==> src/common/soc_cfg.svh <==
`ifndef SOC_CFG_SVH
`define SOC_CFG_SVH

// bus widths
`define ALEN 32
`define XLEN 32

// sram size in kilobytes
`define SRAM_KB 8

// memory map, decoded by the top REGION_BITS address bits
`define SRAM_BASE 32'h0000_0000
`define GPIO_BASE 32'h1000_0000
`define REGION_BITS 4

`endif

==> src/common/axil_pkg.sv <==
`include "soc_cfg.svh"

package axil_pkg;

    localparam logic [1:0] RESP_OKAY   = 2'b00;
    localparam logic [1:0] RESP_DECERR = 2'b11;

    typedef struct packed {
        logic [`ALEN-1:0] addr;
        logic [2:0]       prot;
    } aw_t;

    // read address carries the same fields
    typedef aw_t ar_t;

    typedef struct packed {
        logic [`XLEN-1:0]   data;
        logic [`XLEN/8-1:0] strb;
    } w_t;

    typedef struct packed {
        logic [1:0] resp;
    } b_t;

    typedef struct packed {
        logic [`XLEN-1:0] data;
        logic [1:0]       resp;
    } r_t;

    // master to slave
    typedef struct packed {
        aw_t  aw;
        logic awvalid;
        w_t   w;
        logic wvalid;
        logic bready;
        ar_t  ar;
        logic arvalid;
        logic rready;
    } axil_req_t;

    // slave to master
    typedef struct packed {
        logic awready;
        logic wready;
        b_t   b;
        logic bvalid;
        logic arready;
        r_t   r;
        logic rvalid;
    } axil_rsp_t;

endpackage

==> src/verilog/axil_gpio.sv <==
`timescale 1ns/100ps
`include "soc_cfg.svh"

module axil_gpio import axil_pkg::*; #(
    parameter int NUM_OUTPUTS = 4
) (
    input  logic                   clk,
    input  logic                   arst_n,
    input  axil_req_t              req,
    output axil_rsp_t              rsp,
    output logic [NUM_OUTPUTS-1:0] outputs
);

    // offset bits inside the gpio region
    localparam int OFS_W = `ALEN - `REGION_BITS;

    logic                   aw_got, w_got, bvalid, rvalid;
    logic [`ALEN-1:0]       aw_addr;
    w_t                     w_q;
    logic [`XLEN-1:0]       r_data;
    logic [NUM_OUTPUTS-1:0] out_q;
    logic                   aw_xfer, w_xfer, ar_xfer, wr_fire;
    logic [`ALEN-1:0]       wr_addr;
    w_t                     wr_w;
    logic                   wr_reg, rd_reg;
    logic [`XLEN-1:0]       merged;

    always_comb begin
        rsp         = '0;
        rsp.awready = !aw_got && !bvalid;
        rsp.wready  = !w_got && !bvalid;
        rsp.b.resp  = RESP_OKAY;
        rsp.bvalid  = bvalid;
        rsp.arready = !rvalid;
        rsp.r.data  = r_data;
        rsp.r.resp  = RESP_OKAY;
        rsp.rvalid  = rvalid;
    end

    assign aw_xfer = req.awvalid && rsp.awready;
    assign w_xfer  = req.wvalid && rsp.wready;
    assign ar_xfer = req.arvalid && rsp.arready;

    assign wr_addr = aw_got ? aw_addr : req.aw.addr;
    assign wr_w    = w_got ? w_q : req.w;
    assign wr_fire = (aw_got || aw_xfer) && (w_got || w_xfer) && !bvalid;
    assign wr_reg  = (wr_addr[OFS_W-1:2] == '0);
    assign rd_reg  = (req.ar.addr[OFS_W-1:2] == '0);

    always_comb begin
        merged = `XLEN'(out_q);
        for (int i = 0; i < `XLEN/8; i++) begin
            if (wr_w.strb[i]) merged[8*i +: 8] = wr_w.data[8*i +: 8];
        end
    end

    always_ff @(posedge clk or negedge arst_n) begin
        if (!arst_n) begin
            aw_got <= 1'b0;
            w_got  <= 1'b0;
            bvalid <= 1'b0;
            rvalid <= 1'b0;
            out_q  <= '0;
        end else begin
            if (wr_fire) begin
                aw_got <= 1'b0;
                w_got  <= 1'b0;
                bvalid <= 1'b1;
                // pins move on the edge that raises bvalid
                if (wr_reg) out_q <= merged[NUM_OUTPUTS-1:0];
            end else begin
                if (aw_xfer) aw_got <= 1'b1;
                if (w_xfer) w_got <= 1'b1;
                if (bvalid && req.bready) bvalid <= 1'b0;
            end
            if (ar_xfer) begin
                rvalid <= 1'b1;
            end else if (rvalid && req.rready) begin
                rvalid <= 1'b0;
            end
        end
    end

    always_ff @(posedge clk) begin
        if (aw_xfer) aw_addr <= req.aw.addr;
        if (w_xfer) w_q <= req.w;
        if (ar_xfer) r_data <= rd_reg ? `XLEN'(out_q) : '0;
    end

    assign outputs = out_q;

endmodule

==> config.mk <==
export PLATFORM = sky130hd
export DESIGN_NAME = axil_gpio
export DESIGN_NICKNAME = d
export VERILOG_FILES = /design/src/common/axil_pkg.sv /design/src/verilog/axil_gpio.sv
export VERILOG_INCLUDE_DIRS = /design/src /design/src/common
export SDC_FILE = /design/constraint.sdc
export NUM_CORES = 1
export LEC_CHECK = 0
export ABC_AREA = 1
export BUFFER_PORTS_ARGS = -buffer_cell sky130_fd_sc_hd__buf_2
export CAP_MARGIN = 20
export CORE_MARGIN = 4
export CORE_UTILIZATION = 36
export DETAILED_ROUTE_END_ITERATION = 8
export PLACE_DENSITY = 0.76
export RECOVER_POWER = 100
export SYNTH_ARGS = -nofsm -noshare
export SYNTH_HDL_FRONTEND = slang
export SYNTH_SLANG_ARGS = --single-unit
==> constraint.sdc <==
create_clock -name clk -period 3 [get_ports clk]
set_input_delay 0.6 -clock clk [delete_from_list [all_inputs] [get_ports clk]]
set_output_delay 0.6 -clock clk [all_outputs]
set_load 0.005 [all_outputs]
==> results of run 1 <==
-- through the flow --
stage / utilization [%] / hold slack [ns] / cell area (um^2) / setup WS, ns
after floorplan: - / 0.3044 / 2241 / 0.07249
after global placement: 43.75 / 0.4621 / 2454 / 1.237
after detailed placement: 43.75 / 0.4596 / 2454 / 1.193
after CTS: 45.38 / 0.1319 / 2545 / 1.311
after global routing: 44.49 / 0.2493 / 2495 / 0.6347
final: 44.49 / 0.2192 / 2495 / 0.9098
-- cell families after synthesis --
| logic type | synth area share, % |
|---|---|
| AND/OR/NAND/NOR | 22.97 |
| buffers and inverters | 16.96 |
| flip-flops | 58.89 |
| AO/OA/AOI/OAI | 1.001 |
| other | 0.1765 |
-- registers in the layout, summed over array words and instances, names as in the netlist --
name     flops
w_got        1
r_data       4
aw_addr     26
outputs      4
rvalid       1
bvalid       1
aw_got       1
w_q          5
-- synthesized netlist by cell type --
master	count	share of area, %
a21oi_1	2	0.47
and2_0	1	0.29
buf_4	34	12
buf_6	2	1.1
conb_1	1	0.18
dfrtp_1	8	9.4
edfxtp_1	35	49
inv_1	21	3.7
inv_2	1	0.18
nand2_1	50	8.8
nand2_2	3	0.88
nand3_1	3	0.71
nand3b_1	1	0.35
nand4_1	1	0.29
nor2_1	47	8.3
nor2_2	1	0.29
nor2_4	2	1.1
nor3_1	2	0.47
nor3b_2	1	0.59
nor4_1	2	0.59
o21ai_0	1	0.24
o22ai_1	1	0.29
or2_1	1	0.29
-- cell usage in the layout, fill, tap and decap left out --
| master | count |
|---|---|
| inv_1 | 21 |
| inv_2 | 1 |
| a21oi_1 | 2 |
| nand4_1 | 1 |
| buf_2 | 54 |
| o21ai_0 | 1 |
| nor3_1 | 2 |
| nand2_1 | 52 |
| nor2_4 | 2 |
| nand3b_1 | 1 |
| nand3_1 | 3 |
| edfxtp_1 | 35 |
| or2_1 | 1 |
| and2_0 | 1 |
| clkbuf_2 | 2 |
| dfrtp_1 | 8 |
| conb_1 | 32 |
| clkinv_2 | 1 |
| o22ai_1 | 1 |
| clkbuf_8 | 6 |
| nor3b_1 | 1 |
| nor2_1 | 48 |
| nand2_2 | 1 |
| clkbuf_1 | 23 |
| nor4_1 | 2 |
-- metal layers --
metal / GRT usage (%) / vias to the layer above / routed length, um
met4: 4.748 / 0 / 69
met5: 0 / - / 0
li1: - / 788 / -
met3: 3.592 / 7 / 330
met2: 19.00 / 51 / 2010
met1: 12.16 / 650 / 1533
-- report_power, final --
| group | switching (W) | internal (W) | leakage (nW) |
|---|---|---|---|
| clock network | 0.000187 | 0.000186 | 0.0482 |
| registers | 0.0000705 | 0.000783 | 0.423 |
| logic | 0.000197 | 0.000115 | 0.699 |
-- worst min path at each step --
stage | to | cells after the start
after global placement | outputs[0] | 1
after CTS | outputs[3] | 1
after global routing | outputs[0] | 1
after floorplan | aw_got | 0
after detailed placement | outputs[3] | 1
final | outputs[0] | 1
-- cell type report --
cell class | instances | share of cell area [%]
flip-flops and latches | 43 | 50.15
multi-input cells | 151 | 24.72
repair buffers | 78 | 14.54
well taps | 72 | 3.611
clock buffers | 7 | 3.460
inverters | 22 | 3.310
clock inverters | 1 | 0.2006
==> metrics, run 1 <==
total stage count of the critical path 8; average wire per standard cell 10.54 um; max cap viols 0; global route total overflow 0; share of cells above drive strength 1 22.19%; detailed-router iteration count before antenna repair 4; clock latency on the worst-skew pair 0.29 ns; hold_buf cts 0; Routed WL just under 4000 um; Initial Util 37.88%; crit path launch type register; Layout Skew 0.007774 ns; # diodes 0; first-pass GRT wire length 6127 um; R2R Setup Slk 0.91 ns; Max transition margin around two fifths; post-layout net count 414; P_leak 1.170 nW; Yosys warnings 0; Rows 27; Least-Margin Pin Slew 0.9132 ns; Avg Vias per Cell 4.000; Area growth syn-to-layout 17.43%; cells along the critical path nor3b_1 -> nor2_1 -> nor2_4 -> nand2_1 -> inv_1 -> nand2_1 -> nand2_1 -> nand2_1; HP Class in -> async; largest net degree at the start of global routing 18; Multi-input gate area 616.8 um^2; CP startpoint w_got; DR iter-0 viols 44; Placed Cells 366; Critical path buffers and inverters 1; endpoints failing setup 0; die width 84.82 um; CP peak stage delay 0.73 ns; Final Max Tran Viols 0; Syn Inst Count around 220; Finished Layout Cells 374; FF-to-FF End outputs[2]; crit-path max FO 9; Final GP Congestion 0.6777; number of port buffers 76; post-synth cell types 23; Antenna Nets Post-Route 0; setup TNS 0 ns; CTS root buffer clkbuf_8; FF+latch count, synth 43; H-tree levels 2; Worst path slowest cell nor3b_1; # Post-CTS Setup Buffers 0; Die Footprint just over 0.007 mm^2; number of global-route vias before repair ~1400; initial antenna violation count 0; Crit. End Element register; CP Capture Point outputs[2]; DRC viols 0; CTS Sinks between 40 and 50; Fillers 589; worst vdd ir about 0.42 mV; die height 84.82 um; status completed; FF/Latch Area around 0.0013 mm^2; Total Power 0.001537 W; cell mode on critical path nand2_1; R2R cell count 8; maximum clock path buffer count 2; Inserted Clock Buffers 5; area of the mapped netlist ~0.0021 mm^2; HPWL Detailed 3187 um; crit path time final 2.090 ns; CTS tree built; P per Cell Area 616.2 mW/mm^2; Hold Vio Cnt, Final 0; CP Data Required Time 3.19 ns; Top delay family on crit path simple AND/OR/NAND/NOR gates; Max Clock Freq ~480 MHz; RSZ-0062 raised after global routing false; RR Startpoint w_got; All-Layer GR Usage 10.91%; num ports 158; Worst-path clk slew roughly 0.08 ns; crit path DAT 2.28 ns; Via Count between 1000 and 1500; register area share after synthesis 58.89%; Mapped Avg Cell Area 9.613 um^2; post-cts resize count 0; Core ar. 0.005608 mm^2; CP Class reg -> reg; fin crit share 69.67%
Note: power is estimated with default switching activity, not from simulation.
==> run 2: changes to the inputs <==
Settings changed: ABC_AREA 1 to 0, CORE_UTILIZATION 36 to 35.
Clock period 3 ns to 1.8 ns, I/O delays scaled along.
==> metrics, run 2 <==
status completed; crit-path max FO 5 (-4); first-pass GRT wire length 5644 um (-7.9%); number of enable flip-flop cells after synthesis 35 (unchanged); Area after DPL 0.002323 mm^2 (-5.3%); Top reg by flops aw_addr; fin crit share 97.75% (+28 points); number of port buffers 76 (unchanged); CTS Sinks 43 (unchanged); crit path launch type register; die height 82.92 um (-2.2%); Routed WL 3576 um (-9.3%); Max Clock Freq 568.3 MHz (+19%); DR iter-0 viols 60 (+36%); Final Max Tran Viols 0 (unchanged); DRC viols 0 (unchanged); area of the mapped netlist 0.001964 mm^2 (-7.5%); register area share after synthesis 63.69% (+4.8 points); P per Cell Area 1042 mW/mm^2 (+69%); Fillers 543 (-7.8%); die width 82.92 um (-2.2%); Core ar. 0.005473 mm^2 (-2.4%); Area growth syn-to-layout 23.25%; P_leak 0.9737 nW (-17%); Yosys warnings 0 (unchanged); Synth area leader edfxtp_1; Antenna Nets Post-Route 0 (unchanged); largest family of logic cells by synthesized area buffers and inverters; most common cell in the netlist edfxtp_1; most frequent cells in the layout buf_2, edfxtp_1, conb_1, clkbuf_1, nor4_1; largest registers aw_addr (26), w_q (5); worst vdd ir 0.6336 mV (+51%); Hold Vio Cnt, Final 0 (unchanged); commonest non-fill, non-tap cell in the layout buf_2; setup TNS 0 ns (unchanged); post-synth cell types 29 (+26%); max FFs per register 26 (unchanged); FF+latch count, synth 43 (unchanged); adder-cell share of the synthesized area 0% (unchanged); Via Count 1252 (-16%); fin area 0.002421 mm^2 (-3.0%); CTS root buffer clkbuf_8; Synth Area in Compound Gates 3.185% (+2.2 points); Post-Synth XOR/XNOR Area 0% (unchanged); detailed-router iteration count before antenna repair 4 (unchanged); Layout Skew 0.002999 ns (-0.004775 ns); Synth top cells by count edfxtp_1, buf_4, nor4_1, dfrtp_1, nor2_1; CP Data Required Time 1.97 ns (-1.22 ns); Final GP Congestion 0.6822 (+0.66%); Die Footprint 0.006875 mm^2 (-4.4%); top cell type's share of synthesized area 53.50% (+4.0 points); maximum clock path buffer count 2 (unchanged); HP Class in -> reg; share of cells above drive strength 1 33.92% (+12 points); simple-gate area share of the yosys netlist 12.93% (-10 points); RSZ-0062 raised after global routing true; Syn Inst Count 142 (-36%); clock latency on the worst-skew pair 0.28 ns (about the same); Mapped Avg Cell Area 13.83 um^2 (+44%); global route total overflow 0 (unchanged); num ports 158 (unchanged); post-layout net count 339 (-18%); Initial Util 35.89% (-2.0 points); number of global-route vias before repair 1196 (-15%); Inserted Clock Buffers 5 (unchanged); Crit. End Element register; crit path time final 1.760 ns (-0.3306 ns); top_reg_cell synth edfxtp_1; CTS tree built; H-tree levels 2 (unchanged); average wire per standard cell 11.96 um (+13%); CP Class reg -> reg; crit path DAT 1.93 ns (-0.35 ns); largest net degree at the start of global routing 28 (+10); Synth async-reset ratio 18.60% (unchanged); endpoints failing setup 0 (unchanged); Avg Vias per Cell 4.187 (+4.7%); Worst-path clk slew 0.07 ns (about the same); # diodes 0 (unchanged); Rows 27 (unchanged); mux cell area share after synthesis 5.860% (+5.9 points); initial antenna violation count 0 (unchanged); max cap viols 0 (unchanged); largest cells by area after synthesis edfxtp_1, buf_4, dfrtp_1, nor4_1, mux2_4; HPWL Detailed 2962 um (-7.1%); All-Layer GR Usage 10.20% (-0.71 points)
## run 2: changes by cell type after synthesis, sizes merged, moves of 5 or more
| cell | before | now |
|---|---|---|
| and2 | 1 | 6 |
| mux2 | 0 | 8 |
| nand2 | 53 | 2 |
| inv | 22 | 2 |
| nor4 | 2 | 13 |
| nor2 | 50 | 8 |
## run 2: what timing repair did
item | 4_1_cts | 5_1_grt
gates resized for setup | 5 | 1
buffers inserted | 1 | 0
endpoints found under the hold margin | 8 | 0
hold buffers | 1 | 0
pin swaps | 8 | 4
cloned | 0 | 0
setup endpoints to repair | 4 | 4
## run 2: final timing paths
| path | end | from | slack (ns) | cells after the start |
|---|---|---|---|---|
| max | outputs[0] | aw_got | 0.04 | 7 |
| min | rvalid | req[0] | 0.25 | 2 |
| max reg2reg | outputs[0] | aw_got | 0.04 | 7 |
| min reg2reg | outputs[2] | outputs[2] | 0.54 | 1 |
| max in group asynchronous | aw_got | arst_n | 0.93 | 2 |
| min in group asynchronous | outputs[3] | arst_n | 0.54 | 2 |
## run 2: cell families (layout without fill, tap and decap cells)
family | Yosys count | count (layout)
flops | 43 | 43
simple gates | 43 | 43
buf+inv | 38 | 92
mux | 9 | 9
compound gates | 8 | 8
other cells | 1 | 32
## run 2: metrics by stage
step | hold slack (ns) | util (%) | std cells | setup slack [ns] | total power [W]
3_3_place_gp | 0.2136 | 42.46 | 289 | -0.09923 | 0.001916
4_1_cts | 0.2401 | 44.97 | 299 | -0.001386 | 0.002605
6_report | 0.2472 | 44.24 | 299 | 0.04044 | 0.002524
2_1_floorplan | 0.06441 | - | 173 | 0.06384 | 0.001739
3_5_place_dp | 0.2126 | 42.46 | 289 | -0.1042 | 0.001933
5_1_grt | 0.2420 | 44.24 | 299 | -0.06110 | 0.002695
## run 2: worst max-delay path, cell delays in order (launching register included)
cell and delay (ns):
dfrtp_2 0.45, buf_4 0.15, buf_4 0.14, nor4_2 0.26, nand4_1 0.12, nand2_1 0.11, nand2_2 0.11, mux2_4 0.32
## run 2: routing by layer
layer | up-vias | wire [um] | GRT usage [%]
li1 | 624 | - | -
met1 | 581 | 1395 | 11.59
met4 | 0 | 38 | 3.269
met3 | 4 | 272 | 3.968
met5 | - | 0 | 0
met2 | 43 | 1870 | 17.57
## run 2: final cells by class
| class | instances | area [um^2] | share of cell area (%) |
|---|---|---|---|
| inverter | 2 | 7.507 | 0.3101 |
| timing repair buffer | 82 | 387.9 | 16.02 |
| multi-input combinational | 92 | 583.1 | 24.08 |
| tap | 72 | 90.09 | 3.721 |
| sequential | 43 | 1252 | 51.73 |
| clock buffer | 8 | 100.1 | 4.134 |
## run 2: power breakdown
| part | internal (W) | total, W | leakage (nW) | switching [W] |
|---|---|---|---|---|
| registers | 0.00130 | 0.00137 | 0.431 | 0.0000732 |
| clock network | 0.000350 | 0.000636 | 0.0515 | 0.000286 |
| logic | 0.000227 | 0.000517 | 0.491 | 0.000290 |
