$ cat src/common/soc_cfg.svh
`ifndef SOC_CFG_SVH
`define SOC_CFG_SVH

// bus widths
`define ALEN 32
`define XLEN 32

// sram size in kilobytes
`define SRAM_KB 8

// memory map, decoded by the top REGION_BITS address bits
`define SRAM_BASE 32'h0000_0000
`define GPIO_BASE 32'h1000_0000
`define REGION_BITS 4

`endif

$ cat src/common/axil_pkg.sv
`include "soc_cfg.svh"

package axil_pkg;

    localparam logic [1:0] RESP_OKAY   = 2'b00;
    localparam logic [1:0] RESP_DECERR = 2'b11;

    typedef struct packed {
        logic [`ALEN-1:0] addr;
        logic [2:0]       prot;
    } aw_t;

    // read address carries the same fields
    typedef aw_t ar_t;

    typedef struct packed {
        logic [`XLEN-1:0]   data;
        logic [`XLEN/8-1:0] strb;
    } w_t;

    typedef struct packed {
        logic [1:0] resp;
    } b_t;

    typedef struct packed {
        logic [`XLEN-1:0] data;
        logic [1:0]       resp;
    } r_t;

    // master to slave
    typedef struct packed {
        aw_t  aw;
        logic awvalid;
        w_t   w;
        logic wvalid;
        logic bready;
        ar_t  ar;
        logic arvalid;
        logic rready;
    } axil_req_t;

    // slave to master
    typedef struct packed {
        logic awready;
        logic wready;
        b_t   b;
        logic bvalid;
        logic arready;
        r_t   r;
        logic rvalid;
    } axil_rsp_t;

endpackage

$ cat src/common/soc_pkg.sv
`include "soc_cfg.svh"

package soc_pkg;

    // values double as crossbar slave indices
    typedef enum logic [1:0] {
        SEL_SRAM = 2'd0,
        SEL_GPIO = 2'd1,
        SEL_NONE = 2'd2
    } dev_sel_e;

    localparam logic [`REGION_BITS-1:0] SRAM_REGION =
        `REGION_BITS'(`SRAM_BASE >> (`ALEN - `REGION_BITS));
    localparam logic [`REGION_BITS-1:0] GPIO_REGION =
        `REGION_BITS'(`GPIO_BASE >> (`ALEN - `REGION_BITS));

    function automatic dev_sel_e decode_addr(input logic [`ALEN-1:0] addr);
        logic [`REGION_BITS-1:0] region;
        region = addr[`ALEN-1 -: `REGION_BITS];
        if (region == SRAM_REGION) begin
            return SEL_SRAM;
        end
        if (region == GPIO_REGION) begin
            return SEL_GPIO;
        end
        return SEL_NONE;
    endfunction

endpackage

$ cat src/axilxbar/axil_skid.sv
`timescale 1ns/100ps

module axil_skid #(
    parameter type payload_t = logic
) (
    input  logic     clk,
    input  logic     arst_n,

    input  logic     in_valid,
    output logic     in_ready,
    input  payload_t in_data,

    output logic     out_valid,
    input  logic     out_ready,
    output payload_t out_data
);

    logic     skid_valid;
    logic     skid_valid_d;
    payload_t skid_data;
    logic     in_xfer;
    logic     out_free;

    assign in_xfer  = in_valid && in_ready;
    assign out_free = out_ready || !out_valid;

    // second entry only fills while the output stage is stalled
    assign skid_valid_d = out_free ? 1'b0 : (skid_valid || in_xfer);

    always_ff @(posedge clk or negedge arst_n) begin
        if (!arst_n) begin
            out_valid  <= 1'b0;
            skid_valid <= 1'b0;
            in_ready   <= 1'b0;
        end else begin
            if (out_free) begin
                out_valid <= skid_valid || in_xfer;
            end
            skid_valid <= skid_valid_d;
            in_ready   <= !skid_valid_d;
        end
    end

    always_ff @(posedge clk) begin
        if (out_free) begin
            out_data <= skid_valid ? skid_data : in_data;
        end
        if (!out_free && in_xfer) begin
            skid_data <= in_data;
        end
    end

endmodule

$ cat src/axilxbar/axilxbar.sv
`timescale 1ns/100ps

module axilxbar import axil_pkg::*, soc_pkg::*; (
    input  logic      clk,
    input  logic      arst_n,

    input  axil_req_t m_req [2],
    output axil_rsp_t m_rsp [2],

    output axil_req_t s_req [2],
    input  axil_rsp_t s_rsp [2]
);

    localparam int NM  = 2;
    localparam int ERR = int'(SEL_NONE);
    localparam int NS  = ERR + 1;

    aw_t       sk_aw       [NM];
    w_t        sk_w        [NM];
    ar_t       sk_ar       [NM];
    logic      sk_aw_valid [NM];
    logic      sk_w_valid  [NM];
    logic      sk_ar_valid [NM];
    logic      sk_aw_ready [NM];
    logic      sk_w_ready  [NM];
    logic      sk_ar_ready [NM];
    logic      aw_in_ready [NM];
    logic      w_in_ready  [NM];
    logic      ar_in_ready [NM];
    dev_sel_e  aw_sel      [NM];
    dev_sel_e  ar_sel      [NM];

    logic [NM-1:0] wr_req [NS];
    logic [NM-1:0] rd_req [NS];
    logic [NS-1:0] wr_busy, wr_owner, wr_prio, wr_act, wr_own, aw_done, w_done;
    logic [NS-1:0] rd_busy, rd_owner, rd_prio, rd_act, rd_own, ar_done;

    axil_req_t x_req [NS];
    axil_rsp_t x_rsp [NS];
    axil_rsp_t err_rsp;
    logic      err_aw_got, err_w_got, err_ar_got, err_bvalid, err_rvalid;

    function automatic logic rr_pick(input logic [NM-1:0] req, input logic prio);
        return req[prio] ? prio : ~prio;
    endfunction

    for (genvar m = 0; m < NM; m++) begin : g_master
        axil_skid #(.payload_t(aw_t)) aw_skid (
            .clk, .arst_n,
            .in_valid(m_req[m].awvalid), .in_ready(aw_in_ready[m]), .in_data(m_req[m].aw),
            .out_valid(sk_aw_valid[m]), .out_ready(sk_aw_ready[m]), .out_data(sk_aw[m])
        );
        axil_skid #(.payload_t(w_t)) w_skid (
            .clk, .arst_n,
            .in_valid(m_req[m].wvalid), .in_ready(w_in_ready[m]), .in_data(m_req[m].w),
            .out_valid(sk_w_valid[m]), .out_ready(sk_w_ready[m]), .out_data(sk_w[m])
        );
        axil_skid #(.payload_t(ar_t)) ar_skid (
            .clk, .arst_n,
            .in_valid(m_req[m].arvalid), .in_ready(ar_in_ready[m]), .in_data(m_req[m].ar),
            .out_valid(sk_ar_valid[m]), .out_ready(sk_ar_ready[m]), .out_data(sk_ar[m])
        );
        assign aw_sel[m] = decode_addr(sk_aw[m].addr);
        assign ar_sel[m] = decode_addr(sk_ar[m].addr);
    end

    assign s_req[0] = x_req[0];
    assign s_req[1] = x_req[1];
    assign x_rsp[0] = s_rsp[0];
    assign x_rsp[1] = s_rsp[1];
    assign x_rsp[ERR] = err_rsp;

    // arbitration, an idle slave grants in the same cycle
    always_comb begin
        for (int s = 0; s < NS; s++) begin
            for (int m = 0; m < NM; m++) begin
                wr_req[s][m] = sk_aw_valid[m] && (int'(aw_sel[m]) == s);
                rd_req[s][m] = sk_ar_valid[m] && (int'(ar_sel[m]) == s);
            end
            wr_act[s] = wr_busy[s] || (|wr_req[s]);
            rd_act[s] = rd_busy[s] || (|rd_req[s]);
            wr_own[s] = wr_busy[s] ? wr_owner[s] : rr_pick(wr_req[s], wr_prio[s]);
            rd_own[s] = rd_busy[s] ? rd_owner[s] : rr_pick(rd_req[s], rd_prio[s]);
        end
    end

    always_comb begin
        for (int s = 0; s < NS; s++) begin
            x_req[s] = '0;
            x_req[s].aw      = sk_aw[wr_own[s]];
            x_req[s].awvalid = wr_act[s] && sk_aw_valid[wr_own[s]] && !aw_done[s];
            x_req[s].w       = sk_w[wr_own[s]];
            x_req[s].wvalid  = wr_act[s] && sk_w_valid[wr_own[s]] && !w_done[s];
            x_req[s].bready  = wr_busy[s] && m_req[wr_own[s]].bready;
            x_req[s].ar      = sk_ar[rd_own[s]];
            x_req[s].arvalid = rd_act[s] && sk_ar_valid[rd_own[s]] && !ar_done[s];
            x_req[s].rready  = rd_busy[s] && m_req[rd_own[s]].rready;
        end
    end

    // steer readies and responses back to the granted master
    always_comb begin
        for (int m = 0; m < NM; m++) begin
            sk_aw_ready[m]   = 1'b0;
            sk_w_ready[m]    = 1'b0;
            sk_ar_ready[m]   = 1'b0;
            m_rsp[m]         = '0;
            m_rsp[m].awready = aw_in_ready[m];
            m_rsp[m].wready  = w_in_ready[m];
            m_rsp[m].arready = ar_in_ready[m];
        end
        for (int s = 0; s < NS; s++) begin
            if (wr_act[s]) begin
                sk_aw_ready[wr_own[s]] = x_rsp[s].awready && !aw_done[s];
                sk_w_ready[wr_own[s]]  = x_rsp[s].wready && !w_done[s];
            end
            if (wr_busy[s]) begin
                m_rsp[wr_own[s]].b      = x_rsp[s].b;
                m_rsp[wr_own[s]].bvalid = x_rsp[s].bvalid;
            end
            if (rd_act[s]) begin
                sk_ar_ready[rd_own[s]] = x_rsp[s].arready && !ar_done[s];
            end
            if (rd_busy[s]) begin
                m_rsp[rd_own[s]].r      = x_rsp[s].r;
                m_rsp[rd_own[s]].rvalid = x_rsp[s].rvalid;
            end
        end
    end

    // grant held until the response handshake
    always_ff @(posedge clk or negedge arst_n) begin
        if (!arst_n) begin
            wr_busy  <= '0;
            wr_owner <= '0;
            wr_prio  <= '0;
            aw_done  <= '0;
            w_done   <= '0;
            rd_busy  <= '0;
            rd_owner <= '0;
            rd_prio  <= '0;
            ar_done  <= '0;
        end else begin
            for (int s = 0; s < NS; s++) begin
                if (wr_act[s]) begin
                    wr_busy[s]  <= 1'b1;
                    wr_owner[s] <= wr_own[s];
                    if (x_req[s].awvalid && x_rsp[s].awready) aw_done[s] <= 1'b1;
                    if (x_req[s].wvalid && x_rsp[s].wready) w_done[s] <= 1'b1;
                    if (x_rsp[s].bvalid && x_req[s].bready) begin
                        wr_busy[s] <= 1'b0;
                        aw_done[s] <= 1'b0;
                        w_done[s]  <= 1'b0;
                        wr_prio[s] <= ~wr_own[s];
                    end
                end
                if (rd_act[s]) begin
                    rd_busy[s]  <= 1'b1;
                    rd_owner[s] <= rd_own[s];
                    if (x_req[s].arvalid && x_rsp[s].arready) ar_done[s] <= 1'b1;
                    if (x_rsp[s].rvalid && x_req[s].rready) begin
                        rd_busy[s] <= 1'b0;
                        ar_done[s] <= 1'b0;
                        rd_prio[s] <= ~rd_own[s];
                    end
                end
            end
        end
    end

    // decode error responder for unmapped addresses
    always_comb begin
        err_rsp         = '0;
        err_rsp.awready = !err_aw_got && !err_bvalid;
        err_rsp.wready  = !err_w_got && !err_bvalid;
        err_rsp.b.resp  = RESP_DECERR;
        err_rsp.bvalid  = err_bvalid;
        err_rsp.arready = !err_ar_got && !err_rvalid;
        err_rsp.r.data  = '0;
        err_rsp.r.resp  = RESP_DECERR;
        err_rsp.rvalid  = err_rvalid;
    end

    always_ff @(posedge clk or negedge arst_n) begin
        if (!arst_n) begin
            err_aw_got <= 1'b0;
            err_w_got  <= 1'b0;
            err_ar_got <= 1'b0;
            err_bvalid <= 1'b0;
            err_rvalid <= 1'b0;
        end else begin
            if (x_req[ERR].awvalid && err_rsp.awready) err_aw_got <= 1'b1;
            if (x_req[ERR].wvalid && err_rsp.wready) err_w_got <= 1'b1;
            if (err_aw_got && err_w_got) begin
                err_aw_got <= 1'b0;
                err_w_got  <= 1'b0;
                err_bvalid <= 1'b1;
            end else if (err_bvalid && x_req[ERR].bready) begin
                err_bvalid <= 1'b0;
            end
            if (x_req[ERR].arvalid && err_rsp.arready) err_ar_got <= 1'b1;
            if (err_ar_got) begin
                err_ar_got <= 1'b0;
                err_rvalid <= 1'b1;
            end else if (err_rvalid && x_req[ERR].rready) begin
                err_rvalid <= 1'b0;
            end
        end
    end

endmodule

$ cat config.mk
export PLATFORM = sky130hd
export DESIGN_NAME = axilxbar
export DESIGN_NICKNAME = d
export VERILOG_FILES = /design/src/common/axil_pkg.sv /design/src/common/soc_pkg.sv /design/src/axilxbar/axil_skid.sv /design/src/axilxbar/axilxbar.sv
export VERILOG_INCLUDE_DIRS = /design/src /design/src/common
export SDC_FILE = /design/constraint.sdc
export NUM_CORES = 1
export LEC_CHECK = 0
export ABC_AREA = 1
export BUFFER_PORTS_ARGS = -buffer_cell sky130_fd_sc_hd__buf_2
export CAP_MARGIN = 0
export CORE_AREA = 8 8 232 234
export DETAILED_ROUTE_END_ITERATION = 10
export DIE_AREA = 0 0 240 242
export PLACE_DENSITY_LB_ADDON = 0.25
export SETUP_SLACK_MARGIN = 0.3
export SLEW_MARGIN = 20
export SYNTH_ARGS = -nofsm -noshare
export SYNTH_HDL_FRONTEND = slang
export SYNTH_SLANG_ARGS = --single-unit
$ cat constraint.sdc
create_clock -name clk -period 4 [get_ports clk]
set_input_delay 0.8 -clock clk [delete_from_list [all_inputs] [get_ports clk]]
set_output_delay 0.8 -clock clk [all_outputs]
set_load 0.01 [all_outputs]
==> impl_metrics.tcl <==
set metrics [dict create \
    outcome "completed" \
    critPathKind "reg -> out" \
    regArea_um2 13980 \
    grt_max_degree 111 \
    io_pins 610 \
    initial_utilization_pct 43.50 \
    synth_area_per_cell_um2 9.306 \
    num_rows 83 \
    critPathRequiredTime_ps 3200 \
    wl_mm 72.51 \
    peakVddDrop_mv 0.4895 \
    clk_latency_ps 590 \
    setup-tns-final_ps 0 \
    worstPathArrival_ps 2730 \
    drt-initial-drc-count 1465 \
    slew_headroom_pct 30.95 \
    final-hold-violation-count 0 \
    area_delta_synth_final_pct 25.42 \
    die_area_um2 58080 \
    dpl_cell_area_um2 25660 \
    setup_viol 0 \
    stdcell_area_um2 27540 \
    yosys_warnings 0 \
    drt_first_pass_iters 5 \
    fmaxAchievable_ghz 0.2832 \
    skew_ps 29.89 \
    cts_tree "done" \
    hold_class "in -> async" \
    fin_crit_sh_pct 88.29 \
    die_h_um 242 \
    layout_min_cycle_time_ps 3532 \
    synth_fp_nets 2665 \
    slew_violations 0 \
    rsz0062_at_grt "false" \
    vias 18640 \
    port_buffers 609 \
    end_kind "output port" \
    antenna_found_initial 35 \
    path_max_fanout 110 \
    drive_gt1_share_pct 26.17 \
    cp-start-kind "flop" \
    root_buffer "clkbuf_16" \
    tightestPinTransition_ps 1029 \
    power.density_nw_per_um2 847.9 \
    synthesis.area_um2 21950 \
    multi_input_area_um2 6793 \
    grt.total_usage_pct 23.67 \
    fin_nets 3245 \
    yosysSeqAreaShare_pct 63.70 \
    nFillCells 4607 \
    clockBufferDepth 3 \
    cts_sinks 474 \
    post-route-drc-count 0 \
    cts_hold_buf 0 \
    numCtsBuffers 51 \
    antenna_left 0 \
    cap_violations 0 \
    total_power_mw 23.35 \
    wl_per_cell_um 19.66 \
    ys_types 37 \
    vias_per_cell 5.055 \
    grt-ovfl-total 0 \
    coreArea_um2 50470 \
    htree_levels 2 \
    synth-seq-cells 474 \
    dp_hpwl_mm 52.82 \
    die_w_um 240 \
    clk_pin_slew_ps 70 \
    grt_pass1_vias 18350 \
    static-leakage-power_nw 12.51 \
    routabilityCongestion 0.9794 \
    grt_pass1_wl_mm 107.4 \
    mostFrequentLayoutCells "nand2_1 (1058), buf_2 (609), edfxtp_1 (424)" \
    post_cts_buffers 0 \
    final_common_cell "nand2_1" \
    postSynthCellCount 2359 \
]
-- metal layers --
layer  GRT usage (%)  share of wire, %  up-vias
li1                -                 -     8941
met1           28.04                39     8852
met2           41.07                50      694
met3           5.858               7.8      140
met4           8.815               3.3       14
met5               0              0.12        -
-- Yosys cell counts --
cell type  number  area (µm²)
nand2_1      1060        3979
edfxtp_1      424       12730
o21ai_0       224        1121
inv_1         190       713.2
nand3_1        85       425.4
a21oi_1        84       420.4
clkbuf_1       62       232.7
dfrtp_1        50        1251
nor2_1         38       142.6
buf_2          27       135.1
nand4_1        20       125.1
buf_1          11       41.29
buf_4          10       75.07
a21oi_2         9       78.83
nand2_2         9       56.30
inv_2           8       30.03
o211ai_1        7       52.55
buf_6           6       67.56
and3_1          5       31.28
clkinv_1        5       18.77
nand3_2         4       40.04
inv_4           2       12.51
nand2_4         2       22.52
nor2_2          2       12.51
nor3_1          2       10.01
o21a_1          2       15.01
a221o_1         1       10.01
a221oi_1        1       8.760
a22o_1          1       8.760
a31oi_1         1       6.260
clkbuf_2        1       5.000
nand2_8         1       20.02
nor2_8          1       20.02
o211ai_2        1       12.51
o21bai_1        1       7.510
o22ai_1         1       6.260
or2_2           1       6.260
-- registers in the layout, summed over array words and instances, names as in the netlist, 70 cells and up --
signal / count
g_master.w_skid.out_data: 72
g_master.w_skid.skid_data: 72
g_master.ar_skid.out_data: 70
g_master.ar_skid.skid_data: 70
g_master.aw_skid.out_data: 70
g_master.aw_skid.skid_data: 70
-- worst max-delay path, cell delays in order, from the launching register on --
cell	delay [ps]
edfxtp_1	410
nor2_2	220
nand4_1	160
nand2_1	140
nand3_4	190
nand2_8	220
buf_12	330
nand2_1	80
o21ai_1	190
buf_2	190
-- final timing paths --
| check | from | endpoint | slack (ps) | cells after the start |
|---|---|---|---|---|
| worst max-delay path | g_master[0].aw_skid.out_data[34]$_DFFE_PP_ | s_req[108] | 470 | 9 |
| worst min-delay path | arst_n | rd_prio[0]$_DFFE_PN0P_ | 190 | 1 |
| worst max register to register | g_master[0].aw_skid.out_valid$_DFFE_PN0P_ | g_master[1].w_skid.skid_data[31]$_DFFE_PP_ | 1130 | 11 |
| worst min register to register | err_ar_got$_DFF_PN0_ | err_rvalid$_DFFE_PN0P_ | 470 | 1 |
| max in group asynchronous | arst_n | g_master[0].aw_skid.in_ready$_DFF_PN0_ | 3020 | 2 |
| min in group clk | m_req[15] | g_master[1].ar_skid.skid_data[13]$_DFFE_PP_ | 400 | 1 |
-- final cells by class --
type,instances,area share [%]
Clock buffer,62,4.894
Sequential cell,474,50.78
Tap cell,680,3.090
Timing Repair Buffer,641,12.09
Clock inverter,32,1.368
Inverter,205,2.849
Multi-Input combinational cell,1566,24.67
Antenna cell,28,0.2545
-- power by group --
| part | total (mW) | switching (mW) | internal, mW |
|---|---|---|---|
| clock | 4.86 | 2.00 | 2.87 |
| combinational | 10.1 | 7.09 | 2.99 |
| sequential | 8.40 | 0.726 | 7.68 |
| total | 23.3 | 9.82 | 13.5 |
-- per-stage QoR --
stage	util [%]	worst slack [ps]	cells	hold slack, ps
global placement	50.83	932.6	3563	456.1
CTS	54.28	310.5	3657	176.4
finish	54.56	468.4	3688	185.3
floorplan	-	445.6	2359	444.2
global route	54.51	284.4	3678	197.2
detailed placement	50.83	834.8	3563	458.8
-- what timing repair did --
| action | 4_1_cts | 5_1_grt |
|---|---|---|
| gates resized for setup | 3 | 9 |
| endpoints found under the setup margin | 2 | 97 |
| endpoints found under the hold margin | 0 | 0 |
| gates cloned | 0 | 3 |
| pin swaps | 0 | 3 |
-- cells by family (layout without fill, tap and decap cells) --
| group | after synthesis | after routing | share of synthesized area [%] |
|---|---|---|---|
| compound gates | 333 | 333 | 7.962 |
| buf+inv | 322 | 940 | 6.064 |
| flops | 474 | 474 | 63.70 |
| other cells | 0 | 28 | 0 |
| simple gates | 1230 | 1233 | 22.28 |
Power figures use the tool's default switching activity.
